$ cat config.mk
export PLATFORM = sky130hd
export DESIGN_NAME = dcache
export DESIGN_NICKNAME = d
export VERILOG_FILES = /design/src/cache_pkg.sv /design/src/bus_pkg.sv /design/src/dcache.sv /design/src/dcache_ctrl.sv /design/src/dcache_mem.sv
export VERILOG_INCLUDE_DIRS = /design/src /design/src/src
export SDC_FILE = /design/constraint.sdc
export NUM_CORES = 2
export LEC_CHECK = 0
export ABC_AREA = 0
export CAP_MARGIN = 20
export CELL_PAD_IN_SITES_DETAIL_PLACEMENT = 1
export CELL_PAD_IN_SITES_GLOBAL_PLACEMENT = 1
export CORE_MARGIN = 3
export CORE_UTILIZATION = 55
export CTS_CLUSTER_DIAMETER = 120
export DETAILED_ROUTE_END_ITERATION = 8
export DONT_BUFFER_PORTS = 1
export GPL_TIMING_DRIVEN = 0
export PLACE_DENSITY_LB_ADDON = 0.05
export SLEW_MARGIN = 10
export SYNTH_ARGS = -nofsm -noshare
export SYNTH_HDL_FRONTEND = slang
export SYNTH_SLANG_ARGS = --single-unit
$ cat constraint.sdc
create_clock -name clk -period 48 [get_ports clk]
set_input_delay 4.8 -clock clk [delete_from_list [all_inputs] [get_ports clk]]
set_output_delay 4.8 -clock clk [all_outputs]
set_load 0.1 [all_outputs]
$ cat src/dcache_settings.svh
`ifndef DCACHE_SETTINGS_SVH
`define DCACHE_SETTINGS_SVH

// ****************************************
// address split
// ****************************************
`define DCACHE_ADDR_W	64
`define DCACHE_OFS_W	3
`define DCACHE_IDX_W	4

// whatever is left above index and offset
`define DCACHE_TAG_W	(`DCACHE_ADDR_W - `DCACHE_IDX_W - `DCACHE_OFS_W)

// ****************************************
// geometry
// ****************************************
`define DCACHE_SETS		(1 << `DCACHE_IDX_W)
`define DCACHE_WORD_W	64

`endif
$ cat src/cache_pkg.sv
package cache_pkg;

	// per line coherence state
	typedef enum logic [1:0] {
		ST_I,
		ST_S,
		ST_M
	} line_state_t;

	// controller FSM
	typedef enum logic [2:0] {
		C_IDLE,
		C_WB,
		C_MISS_REQ,
		C_FILL,
		C_RSP,
		C_SNOOP_RSP
	} ctrl_state_t;

endpackage: cache_pkg

$ cat src/bus_pkg.sv
package bus_pkg;

	// ****************************************
	// snooping bus messages
	// ****************************************

	// none marks an idle request slot
	typedef enum logic [1:0] {
		MSG_NONE,
		MSG_GETS,
		MSG_GETM,
		MSG_PUTM
	} bus_msg_t;

	// GetS asks for a shared copy, GetM for ownership,
	// PutM hands a modified line back to memory

endpackage: bus_pkg

$ cat src/dcache.sv
`timescale 1ns/10ps

`include "dcache_settings.svh"

module dcache (
	input									clk,
	input									arst_n_i,

	// core side
	input									req_valid_i,
	output	logic							req_ready_o,
	input									req_we_i,
	input			[`DCACHE_ADDR_W-1:0]	req_addr_i,
	input			[`DCACHE_WORD_W-1:0]	req_wdata_i,
	output	logic							rsp_valid_o,
	output	logic	[`DCACHE_WORD_W-1:0]	rsp_data_o,

	// bus side
	output	logic							bus_req_valid_o,
	input									bus_req_ready_i,
	output	bus_pkg::bus_msg_t				bus_req_msg_o,
	output	logic	[`DCACHE_ADDR_W-1:0]	bus_req_addr_o,
	output	logic	[`DCACHE_WORD_W-1:0]	bus_req_data_o,
	input									bus_fill_valid_i,
	input			[`DCACHE_WORD_W-1:0]	bus_fill_data_i,

	// snoops
	input									snoop_valid_i,
	output	logic							snoop_ready_o,
	input	bus_pkg::bus_msg_t				snoop_msg_i,
	input			[`DCACHE_ADDR_W-1:0]	snoop_addr_i,
	output	logic							snoop_rsp_valid_o,
	output	logic							snoop_rsp_dirty_o,
	output	logic	[`DCACHE_WORD_W-1:0]	snoop_rsp_data_o
);

	import cache_pkg::*;

	// lookup between controller and arrays
	logic	[`DCACHE_IDX_W-1:0]			lk_idx;
	logic	[`DCACHE_TAG_W-1:0]			lk_tag;
	logic								lk_hit;
	line_state_t						lk_state;
	logic	[`DCACHE_TAG_W-1:0]			lk_stored_tag;
	logic	[`DCACHE_WORD_W-1:0]		lk_data;

	// line and state writes
	logic								wr_en;
	logic	[`DCACHE_IDX_W-1:0]			wr_idx;
	logic	[`DCACHE_TAG_W-1:0]			wr_tag;
	logic	[`DCACHE_WORD_W-1:0]		wr_data;
	line_state_t						wr_state;
	logic								st_en;
	logic	[`DCACHE_IDX_W-1:0]			st_idx;
	line_state_t						st_state;

	dcache_ctrl dcache_ctrl_inst (
		.clk				(clk),
		.arst_n_i			(arst_n_i),
		.req_valid_i		(req_valid_i),
		.req_ready_o		(req_ready_o),
		.req_we_i			(req_we_i),
		.req_addr_i			(req_addr_i),
		.req_wdata_i		(req_wdata_i),
		.rsp_valid_o		(rsp_valid_o),
		.rsp_data_o			(rsp_data_o),
		.bus_req_valid_o	(bus_req_valid_o),
		.bus_req_ready_i	(bus_req_ready_i),
		.bus_req_msg_o		(bus_req_msg_o),
		.bus_req_addr_o		(bus_req_addr_o),
		.bus_req_data_o		(bus_req_data_o),
		.bus_fill_valid_i	(bus_fill_valid_i),
		.bus_fill_data_i	(bus_fill_data_i),
		.snoop_valid_i		(snoop_valid_i),
		.snoop_ready_o		(snoop_ready_o),
		.snoop_msg_i		(snoop_msg_i),
		.snoop_addr_i		(snoop_addr_i),
		.snoop_rsp_valid_o	(snoop_rsp_valid_o),
		.snoop_rsp_dirty_o	(snoop_rsp_dirty_o),
		.snoop_rsp_data_o	(snoop_rsp_data_o),
		.lk_idx_o			(lk_idx),
		.lk_tag_o			(lk_tag),
		.lk_hit_i			(lk_hit),
		.lk_state_i			(lk_state),
		.lk_tag_i			(lk_stored_tag),
		.lk_data_i			(lk_data),
		.wr_en_o			(wr_en),
		.wr_idx_o			(wr_idx),
		.wr_tag_o			(wr_tag),
		.wr_data_o			(wr_data),
		.wr_state_o			(wr_state),
		.st_en_o			(st_en),
		.st_idx_o			(st_idx),
		.st_state_o			(st_state)
	);

	dcache_mem dcache_mem_inst (
		.clk				(clk),
		.arst_n_i			(arst_n_i),
		.lk_idx_i			(lk_idx),
		.lk_tag_i			(lk_tag),
		.lk_hit_o			(lk_hit),
		.lk_state_o			(lk_state),
		.lk_tag_o			(lk_stored_tag),
		.lk_data_o			(lk_data),
		.wr_en_i			(wr_en),
		.wr_idx_i			(wr_idx),
		.wr_tag_i			(wr_tag),
		.wr_data_i			(wr_data),
		.wr_state_i			(wr_state),
		.st_en_i			(st_en),
		.st_idx_i			(st_idx),
		.st_state_i			(st_state)
	);

endmodule: dcache

$ cat src/dcache_ctrl.sv
`timescale 1ns/10ps

`include "dcache_settings.svh"

module dcache_ctrl (
	input									clk,
	input									arst_n_i,

	// core side
	input									req_valid_i,
	output	logic							req_ready_o,
	input									req_we_i,
	input			[`DCACHE_ADDR_W-1:0]	req_addr_i,
	input			[`DCACHE_WORD_W-1:0]	req_wdata_i,
	output	logic							rsp_valid_o,
	output	logic	[`DCACHE_WORD_W-1:0]	rsp_data_o,

	// bus requests and fills
	output	logic							bus_req_valid_o,
	input									bus_req_ready_i,
	output	bus_pkg::bus_msg_t				bus_req_msg_o,
	output	logic	[`DCACHE_ADDR_W-1:0]	bus_req_addr_o,
	output	logic	[`DCACHE_WORD_W-1:0]	bus_req_data_o,
	input									bus_fill_valid_i,
	input			[`DCACHE_WORD_W-1:0]	bus_fill_data_i,

	// snoops from other caches
	input									snoop_valid_i,
	output	logic							snoop_ready_o,
	input	bus_pkg::bus_msg_t				snoop_msg_i,
	input			[`DCACHE_ADDR_W-1:0]	snoop_addr_i,
	output	logic							snoop_rsp_valid_o,
	output	logic							snoop_rsp_dirty_o,
	output	logic	[`DCACHE_WORD_W-1:0]	snoop_rsp_data_o,

	// memory lookup
	output	logic	[`DCACHE_IDX_W-1:0]		lk_idx_o,
	output	logic	[`DCACHE_TAG_W-1:0]		lk_tag_o,
	input									lk_hit_i,
	input	cache_pkg::line_state_t			lk_state_i,
	input			[`DCACHE_TAG_W-1:0]		lk_tag_i,
	input			[`DCACHE_WORD_W-1:0]	lk_data_i,

	// memory writes
	output	logic							wr_en_o,
	output	logic	[`DCACHE_IDX_W-1:0]		wr_idx_o,
	output	logic	[`DCACHE_TAG_W-1:0]		wr_tag_o,
	output	logic	[`DCACHE_WORD_W-1:0]	wr_data_o,
	output	cache_pkg::line_state_t			wr_state_o,
	output	logic							st_en_o,
	output	logic	[`DCACHE_IDX_W-1:0]		st_idx_o,
	output	cache_pkg::line_state_t			st_state_o
);

	import cache_pkg::*;
	import bus_pkg::*;

	ctrl_state_t						state_q;
	ctrl_state_t						state_d;

	// accepted core request
	logic								req_we_q;
	logic	[`DCACHE_TAG_W-1:0]			req_tag_q;
	logic	[`DCACHE_IDX_W-1:0]			req_idx_q;
	logic	[`DCACHE_WORD_W-1:0]		req_wdata_q;

	// accepted snoop
	bus_msg_t							snoop_msg_q;
	logic	[`DCACHE_TAG_W-1:0]			snoop_tag_q;
	logic	[`DCACHE_IDX_W-1:0]			snoop_idx_q;

	logic								req_acc;
	logic								snoop_acc;
	logic								load_done;
	logic								store_done;
	logic								victim_dirty;
	logic								snoop_dirty;

	// ****************************************
	// handshakes and lookup
	// ****************************************

	// snoops win over a new core request
	assign snoop_ready_o	= (state_q == C_IDLE);
	assign req_ready_o		= (state_q == C_IDLE) && !snoop_valid_i;
	assign snoop_acc		= snoop_valid_i && snoop_ready_o;
	assign req_acc			= req_valid_i && req_ready_o;

	assign lk_idx_o	= (state_q == C_SNOOP_RSP) ? snoop_idx_q : req_idx_q;
	assign lk_tag_o	= (state_q == C_SNOOP_RSP) ? snoop_tag_q : req_tag_q;

	assign load_done	= lk_hit_i && !req_we_q;
	assign store_done	= lk_hit_i && req_we_q && (lk_state_i == ST_M);
	// another tag sits modified in the set
	assign victim_dirty	= !lk_hit_i && (lk_state_i == ST_M);
	assign snoop_dirty	= lk_hit_i && (lk_state_i == ST_M);

	// ****************************************
	// FSM
	// ****************************************

	always_comb begin
		state_d			= state_q;
		bus_req_valid_o	= 1'b0;
		bus_req_msg_o	= MSG_NONE;
		bus_req_addr_o	= '0;
		bus_req_data_o	= '0;
		wr_en_o			= 1'b0;
		wr_idx_o		= req_idx_q;
		wr_tag_o		= req_tag_q;
		wr_data_o		= req_wdata_q;
		wr_state_o		= ST_M;
		st_en_o			= 1'b0;
		st_idx_o		= lk_idx_o;
		st_state_o		= ST_I;

		case (state_q)
			C_IDLE: begin
				if (snoop_acc) begin
					state_d = C_SNOOP_RSP;
				end else if (req_acc) begin
					state_d = C_RSP;
				end
			end

			// answers the held request on a usable hit
			C_RSP: begin
				if (load_done) begin
					state_d = C_IDLE;
				end else if (store_done) begin
					wr_en_o = 1'b1;
					state_d = C_IDLE;
				end else if (victim_dirty) begin
					state_d = C_WB;
				end else begin
					// plain miss or upgrade of an S line
					state_d = C_MISS_REQ;
				end
			end

			C_WB: begin
				bus_req_valid_o	= 1'b1;
				bus_req_msg_o	= MSG_PUTM;
				bus_req_addr_o	= {lk_tag_i, req_idx_q, {`DCACHE_OFS_W{1'b0}}};
				bus_req_data_o	= lk_data_i;
				if (bus_req_ready_i) begin
					// memory owns the victim now
					st_en_o = 1'b1;
					state_d = C_MISS_REQ;
				end
			end

			C_MISS_REQ: begin
				bus_req_valid_o	= 1'b1;
				bus_req_addr_o	= {req_tag_q, req_idx_q, {`DCACHE_OFS_W{1'b0}}};
				if (req_we_q) begin
					bus_req_msg_o = MSG_GETM;
				end else begin
					bus_req_msg_o = MSG_GETS;
				end
				if (bus_req_ready_i) begin
					state_d = C_FILL;
				end
			end

			C_FILL: begin
				if (bus_fill_valid_i) begin
					wr_en_o = 1'b1;
					// full word store replaces the filled word
					if (req_we_q) begin
						wr_data_o	= req_wdata_q;
						wr_state_o	= ST_M;
					end else begin
						wr_data_o	= bus_fill_data_i;
						wr_state_o	= ST_S;
					end
					state_d = C_RSP;
				end
			end

			C_SNOOP_RSP: begin
				if (lk_hit_i && (snoop_msg_q == MSG_GETM)) begin
					st_en_o		= 1'b1;
					st_state_o	= ST_I;
				end else if (snoop_dirty && (snoop_msg_q == MSG_GETS)) begin
					st_en_o		= 1'b1;
					st_state_o	= ST_S;
				end
				state_d = C_IDLE;
			end

			default: begin
				state_d = C_IDLE;
			end
		endcase
	end

	// ****************************************
	// registers
	// ****************************************

	always_ff @(posedge clk or negedge arst_n_i) begin
		if (!arst_n_i) begin
			state_q				<= C_IDLE;
			rsp_valid_o			<= 1'b0;
			snoop_rsp_valid_o	<= 1'b0;
		end else begin
			state_q				<= state_d;
			rsp_valid_o			<= (state_q == C_RSP) && (load_done || store_done);
			snoop_rsp_valid_o	<= (state_q == C_SNOOP_RSP);
		end
	end

	always_ff @(posedge clk) begin
		if (req_acc) begin
			req_we_q	<= req_we_i;
			req_tag_q	<= req_addr_i[`DCACHE_ADDR_W-1 -: `DCACHE_TAG_W];
			req_idx_q	<= req_addr_i[`DCACHE_OFS_W +: `DCACHE_IDX_W];
			req_wdata_q	<= req_wdata_i;
		end
		if (snoop_acc) begin
			snoop_msg_q	<= snoop_msg_i;
			snoop_tag_q	<= snoop_addr_i[`DCACHE_ADDR_W-1 -: `DCACHE_TAG_W];
			snoop_idx_q	<= snoop_addr_i[`DCACHE_OFS_W +: `DCACHE_IDX_W];
		end
		// stores answer with zero
		if (state_q == C_RSP) begin
			rsp_data_o <= req_we_q ? '0 : lk_data_i;
		end
		if (state_q == C_SNOOP_RSP) begin
			snoop_rsp_dirty_o	<= snoop_dirty;
			snoop_rsp_data_o	<= snoop_dirty ? lk_data_i : '0;
		end
	end

	// ****************************************
	// checks
	// ****************************************

	// a stalled bus request holds every field until taken
	assert property (@(posedge clk) disable iff (!arst_n_i)
		bus_req_valid_o && !bus_req_ready_i |=> bus_req_valid_o
			&& $stable(bus_req_msg_o) && $stable(bus_req_addr_o)
			&& $stable(bus_req_data_o));

	// one pulse per request
	assert property (@(posedge clk) disable iff (!arst_n_i)
		rsp_valid_o |=> !rsp_valid_o);

endmodule: dcache_ctrl

$ cat src/dcache_mem.sv
`timescale 1ns/10ps

`include "dcache_settings.svh"

module dcache_mem (
	input									clk,
	input									arst_n_i,

	// lookup
	input			[`DCACHE_IDX_W-1:0]		lk_idx_i,
	input			[`DCACHE_TAG_W-1:0]		lk_tag_i,
	output	logic							lk_hit_o,
	output	cache_pkg::line_state_t			lk_state_o,
	output	logic	[`DCACHE_TAG_W-1:0]		lk_tag_o,
	output	logic	[`DCACHE_WORD_W-1:0]	lk_data_o,

	// full line write
	input									wr_en_i,
	input			[`DCACHE_IDX_W-1:0]		wr_idx_i,
	input			[`DCACHE_TAG_W-1:0]		wr_tag_i,
	input			[`DCACHE_WORD_W-1:0]	wr_data_i,
	input	cache_pkg::line_state_t			wr_state_i,

	// state-only write
	input									st_en_i,
	input			[`DCACHE_IDX_W-1:0]		st_idx_i,
	input	cache_pkg::line_state_t			st_state_i
);

	import cache_pkg::*;

	// ****************************************
	// arrays
	// ****************************************

	// one entry per set
	line_state_t						state_q [`DCACHE_SETS];
	logic	[`DCACHE_TAG_W-1:0]			tag_q [`DCACHE_SETS];
	logic	[`DCACHE_WORD_W-1:0]		data_q [`DCACHE_SETS];

	// ****************************************
	// lookup
	// ****************************************

	assign lk_state_o	= state_q[lk_idx_i];
	assign lk_tag_o		= tag_q[lk_idx_i];
	assign lk_data_o	= data_q[lk_idx_i];

	// stored tag doubles as the victim tag on a miss
	assign lk_hit_o		= (lk_state_o != ST_I) && (lk_tag_o == lk_tag_i);

	// ****************************************
	// writes
	// ****************************************

	always_ff @(posedge clk or negedge arst_n_i) begin
		if (!arst_n_i) begin
			for (int i = 0; i < `DCACHE_SETS; i++) begin
				state_q[i] <= ST_I;
			end
		end else begin
			// fill or store hit
			if (wr_en_i) begin
				state_q[wr_idx_i] <= wr_state_i;
			end
			// snoop downgrade / invalidate, victim drop
			if (st_en_i) begin
				state_q[st_idx_i] <= st_state_i;
			end
		end
	end

	always_ff @(posedge clk) begin
		if (wr_en_i) begin
			tag_q[wr_idx_i]		<= wr_tag_i;
			data_q[wr_idx_i]	<= wr_data_i;
		end
	end

	// ****************************************
	// checks on the controller
	// ****************************************

	// fill and snoop paths are serialized by the controller FSM
	assert property (@(posedge clk) disable iff (!arst_n_i)
		!(wr_en_i && st_en_i && (wr_idx_i == st_idx_i)));

	// a line write always leaves a valid copy
	assert property (@(posedge clk) disable iff (!arst_n_i)
		wr_en_i |-> (wr_state_i != ST_I));

endmodule: dcache_mem

# Word-level counts from Yosys, hierarchy flattened

Memory sizes are Yosys's and may differ from the RTL's.
Index checks and enable logic that the tools add are counted.
Widths: inputs -> output; s select.

Bits in registers: 355
Memory bits (writable): 1,936
Input port bits: 265
Output and inout port bits: 264
Logic and storage cells: 117
Memories: 2

Magnitude comparators: 4
Equal/unequal tests: 13
Multiplexer cells: 45
Bitwise operators: 2
Reduce and logical (&&, ||, !) cells: 22

Memory list:

| memory                 | words | width | read ports | clocked after Yosys merged registers in | write ports | line             | text |
|---|---|---|---|---|---|---|---|
| dcache_mem_inst.data_q | 16    | 64    | 1          | 0                                       | 1           | dcache_mem.sv:39 | `` logic [`DCACHE_WORD_W-1:0] data_q [`DCACHE_SETS]; `` |
| dcache_mem_inst.tag_q  | 16    | 57    | 1          | 0                                       | 1           | dcache_mem.sv:38 | `` logic [`DCACHE_TAG_W-1:0] tag_q [`DCACHE_SETS]; `` |

Operator list:

| kind               | number |
|---|---|
| $mux 64            | 4 |
| $pmux 64 s2        | 1 |
| $bwmux 32          | 2 |
| $mux 32            | 2 |
| $eq 57x57->1       | 1 |
| $mux 57            | 1 |
| $mux 3             | 7 |
| $mux 2             | 10 |
| $demux 2 s4        | 2 |
| $pmux 3 s5         | 1 |
| $logic_and 1x1->1  | 14 |
| $ge 5x5->1 const B | 2 |
| $lt 5x1->1 const B | 2 |
| $mux 1             | 10 |
| $not 4->5          | 2 |
| $bmux 2 s4         | 1 |
| $eq 3x2->1 const B | 2 |
| $eq 3x3->1 const B | 2 |
| $ne 2x2->1 const B | 3 |
| $eq 2x2->1 const B | 2 |
| $mux 4             | 1 |
| $pmux 1 s2         | 2 |
| $pmux 2 s2         | 1 |
| $reduce_and 4->1   | 1 |
| 8 further kinds    | 10 |

# Longest topological paths before layout

Word-level depth: 16
Mapped depth: 20
Gate-level depth less buffers: 13

# Cells and area by module

From an unflattened synthesis, not the netlist that was laid out.

Cell total of the unflattened synthesis: 4,268
Area, all modules: 91,003.5 sq um

Modules (own cells, without submodules):

| module      | instances | cells an instance | area an instance (sq um) | sequential area each (sq um) |
|---|---|---|---|---|
| dcache_mem  | 1         | 3,463             | 77,322.9                 | 58,936.5 |
| dcache_ctrl | 1         | 805               | 13,680.6                 | 9,674.3 |

# Worst setup path before layout

No wires, ideal clock.

Path type: reg-to-reg
From: reg dcache_ctrl_inst.state_q[2]
To: reg dcache_mem_inst.state_q[1] in the netlist's numbering
Library setup time: 103 ps
Data arrival time: 16,338 ps
Data required time: 47,897 ps
Setup slack: 31,559 ps
Cell stages (with the launch flop): 10
Path buffers: 2
Clock period less this slack: 16,441 ps
Cell sequence: dfrtp_1 > buf_2 > clkbuf_1 > nor3b_1 > and3_1 > nand4_1 > nor4_2 > nor2_1 > nor3_1 > o221a_2

Longest elaborated chain between the ends: 16
Elaborated cells between the ends (all ways): 38
Classes of those cells: order compare (2); eq/ne (6); mux (19); bitwise (1); reduce/logical (9); memory (1)

RTL lines:

| what                                                   | line               | text |
|---|---|---|
| start, declared                                        | dcache_ctrl.sv:58  | `ctrl_state_t state_q;` |
| start signal, assigned                                 | dcache_ctrl.sv:208 | `state_q <= state_d;` |
| branches (longest 15 deep; another with $mem_v2 16x57) | -                  |  |
| $mux 32 (*)                                            | dcache_mem.sv:67   | `if (st_en_i) begin` |
| end signal, assigned by index                          | dcache_mem.sv:64   | `state_q[wr_idx_i] <= wr_state_i;` |
| end signal, assigned by index                          | dcache_mem.sv:68   | `state_q[st_idx_i] <= st_state_i;` |
| end, declared                                          | dcache_mem.sv:37   | `` line_state_t state_q [`DCACHE_SETS]; `` |

Mark *: on every way between the ends. The select of a mux whose other input is x is not followed.
A chain may end at the register's enable or synchronous reset.

# Worst setup path in the final report

From: reg dcache_ctrl_inst.state_q[2]
To: out bus_req_addr_o[59]

Longest elaborated chain between the ends: 4
Elaborated cells between the ends (all ways): 6
Classes of those cells: eq/ne (3); mux (2); memory (1)

RTL lines:

| what            | line               | text |
|---|---|---|
| $eq 3x3->1      | dcache_ctrl.sv:89  | `assign lk_idx_o = (state_q == C_SNOOP_RSP) ? snoop_idx_q : req_idx_q;` |
| $mux 4          | dcache_ctrl.sv:89  |  |
| $mem_v2 16x57   | -                  |  |
| $pmux 64 s2 (*) | dcache_ctrl.sv:117 | `case (state_q)` |
| end, declared   | dcache.sv:22       | `` output logic [`DCACHE_ADDR_W-1:0] bus_req_addr_o, `` |

Mark *: on every way between the ends. The rest lies on a longest branch, timed or not.

==> reports/metrics.yaml <==
status:
  status: "completed"
power:
  p_leak_uw: 0.0398
  irDropWorstVdd_uv: 48.1
  powerDensity_nw_per_um2: 56.4
route:
  wl_per_cell_um: 42.3
  ant_nets: 0
  drt_wl_total_um: 439000
  dr.pass1.iters: 8
  drtIter0Drc: 11400
  drcViolationCount: 0
  route.vias.total: 75000
  vias_per_cell: 7.22
timing:
  setup_viol: 0
  period_minus_slack_ns: 13.83
  fmax_mhz: 72.3
  max_slew_margin_pct: 6.94
  worst_slack_ns: 34.17
  worst_pin_slew_ns: 1.38
  finalClockSkew_ns: 0.0472
  finalHoldViolCount: 0
  finalCritPeriodShare_pct: 28.8
  rsz0062_at_grt: "no"
  setup_tns_ns: 0
  slew_violations: 0
global_route:
  grt_pass1_wl_um: 603000
  grt_pass1_vias: 77000
  grt_max_degree: 73
  antenna_found_initial: 39
  overflow: 0
  grtUsageTotal_pct: 47.0
yosys:
  synth.area.top_cells: "edfxtp_1, nand2_1, mux4_2"
  async_reset_ff_share_pct: 1.62
  ys_types: 103
  ys_seq_elements: 2291
  syn_avg_cell_area_um2: 13.5
  netlist_area_um2: 98700
  yosys-top-cells-count: "edfxtp_1, nand2_1, nand3_1"
  synth_top_area_cell: "edfxtp_1"
  synth_top_flop_cell: "edfxtp_1"
  ys_warn_count: 0
  ys_seq_area_share_pct: 69.5
  syn_inst: 7308
  synth_edf_count: 2254
  synth.top_cell.area_share_pct: 68.6
  synth_most_common_cell: "edfxtp_1"
worst_setup_path:
  r2r_start: "dcache_ctrl_inst.snoop_idx_q[3]"
  r2r_slack_ns: 38.17
  crit_fanout: 15
  cp-end-kind: "output port"
  crit_arrival_ns: 9.03
  path_cells: "buf_2 -> nand4b_1 -> a21boi_0 -> clkbuf_1 -> buf_6 -> clkbuf_1 -> clkbuf_2 -> clkbuf_2 -> clkbuf_2 -> nor3_1 -> o21ai_0 -> nand2_1"
  worstSetupStartpointType: "register"
  worstReg2RegEnd: "dcache_mem_inst.tag_q[5][48]"
  path_class: "register to output port"
  endpoint: "bus_req_addr_o[59]"
  crit_slowest_cell: "a21boi_0"
  cp.required_ns: 43.20
  cp-startpoint: "dcache_ctrl_inst.state_q[2]"
  worstRegToRegCells: 20
  crit_top_cell: "clkbuf_2"
  slowest_delay_ns: 1.14
cells_and_area:
  num-nets-final: 8080
  finish.utilization_pct: 64.2
  drive_gt1_share_pct: 15.1
  syn2layout_area_growth_pct: 15.2
  fin_area_um2: 114000
clock_network:
  cts-root-buf: "clkbuf_16"
  clock_latency_ns: 0.92
  ctsHtreeMaxLevel: 4
  ctsHoldBuffers: 0
  clock_path_buffers: 3
  cts-resized-gates: 0
  cts_setup_buffers: 0
  cts.sinks: 2291
  cts_buffers: 228
  clk_pin_slew_ns: 0.06
  cts_tree: "done"
placed_design:
  pre_cts_ws_ns: 35.05
  placed_cell_area_um2: 106000
  dp_hpwl_um: 308000
  io_buffer_count: 0
  routabilityCongestion: 1.02
floorplanning:
  io_pins: 529
  die-width_um: 430
  fp.coreArea_um2: 177000
  dieArea_um2: 185000
  num_rows: 154
  die_height_um: 430
  start_util_pct: 55.7
min_path:
  hold_path_class: "register to register"
run:
  maxCapViolations: 0
## power by group
part | switching, µW | total [µW] | internal (µW)
logic | 1580 | 2030 | 452
clock network | 809 | 1800 | 991
registers | 260 | 2590 | 2330
total | 2640 | 6410 | 3770
## logic make-up after synthesis
logic type	synth area share (%)
flops	69.5
mux	7.95
buf+inv	2.64
xor+xnor	0.373
other cells	0.00380
compound gates	6.57
simple gates	13.0
## area by class of cell
type,count,area [µm²]
diodes,32,80.1
plain buffers,505,2470
clock buffers,282,5970
clock inverters,143,1390
fillers,16600,63500
inverters,45,184
multi-input cells,4469,28100
flip-flops and latches,2291,68600
well taps,2340,2930
repair buffers,275,4020
## cells in the final DEF, fill, tap and decap left out, drive strengths merged, types with 63 or more instances in the layout
master,instances
nand3,710
edfxtp,2254
o21ai,223
mux2i,335
clkbuf,575
nand2,1641
mux4,168
buf,487
a21oi,96
nor2,296
nor3,71
clkinv,103
o211ai,118
a211oi,88
mux2,63
## how the worst min path moves through the flow
| stage | slack (ns) | start | endpoint | cells past startpoint |
|---|---|---|---|---|
| global placement | 0.48 | dcache_mem_inst.state_q[31] | dcache_mem_inst.state_q[31] | 1 |
| global route | 0.51 | dcache_mem_inst.state_q[31] | dcache_mem_inst.state_q[31] | 1 |
| detailed placement | 0.48 | dcache_mem_inst.state_q[31] | dcache_mem_inst.state_q[31] | 1 |
| floorplan | 0.46 | dcache_mem_inst.state_q[31] | dcache_mem_inst.state_q[31] | 1 |
| finish | 0.49 | dcache_mem_inst.state_q[31] | dcache_mem_inst.state_q[31] | 1 |
| CTS | 0.49 | dcache_mem_inst.state_q[31] | dcache_mem_inst.state_q[31] | 1 |
## flip-flops by register name, indices dropped and copies added, names as in the netlist
signal	cells
dcache_mem_inst.data_q	1024
dcache_mem_inst.tag_q	912
dcache_ctrl_inst.req_wdata_q	64
dcache_ctrl_inst.rsp_data_o	64
dcache_ctrl_inst.snoop_rsp_data_o	64
dcache_ctrl_inst.snoop_tag_q	57
dcache_ctrl_inst.wr_tag_o	57
dcache_mem_inst.state_q	32
dcache_ctrl_inst.snoop_idx_q	4
dcache_ctrl_inst.wr_idx_o	4
dcache_ctrl_inst.state_q	3
dcache_ctrl_inst.snoop_msg_q	2
dcache_ctrl_inst.req_we_q	1
dcache_ctrl_inst.rsp_valid_o	1
dcache_ctrl_inst.snoop_rsp_dirty_o	1
dcache_ctrl_inst.snoop_rsp_valid_o	1
## through the flow
step                      hold WS (ns)  std cells  power (µW)
after floorplan                  0.463       7310        3660
after global placement           0.476       9650        4360
after detailed placement         0.479       9907        4530
after CTS                        0.492      10300        6310
after global routing             0.512      10400        6500
final                            0.494      10400        6410
## per-layer routing
metal	GRT usage, %	part of all wire, %	vias to the layer above
li1	-	-	28700
met2	74.5	46	6444
met3	13.2	12	2030
met5	0.0260	0.026	-
met4	37.3	10	18
met1	53.7	32	37800
## worst max-delay path, delay by kind of cell, from the launching register on
| family | cells | cell delay [ns] |
|---|---|---|
| flip-flops | 1 | 0.58 |
| AND/OR/NAND/NOR | 3 | 1.58 |
| AO/OA/AOI/OAI | 2 | 1.81 |
| buffers and inverters | 7 | 4.05 |
No activity file was read; power rests on OpenSTA's default activity.
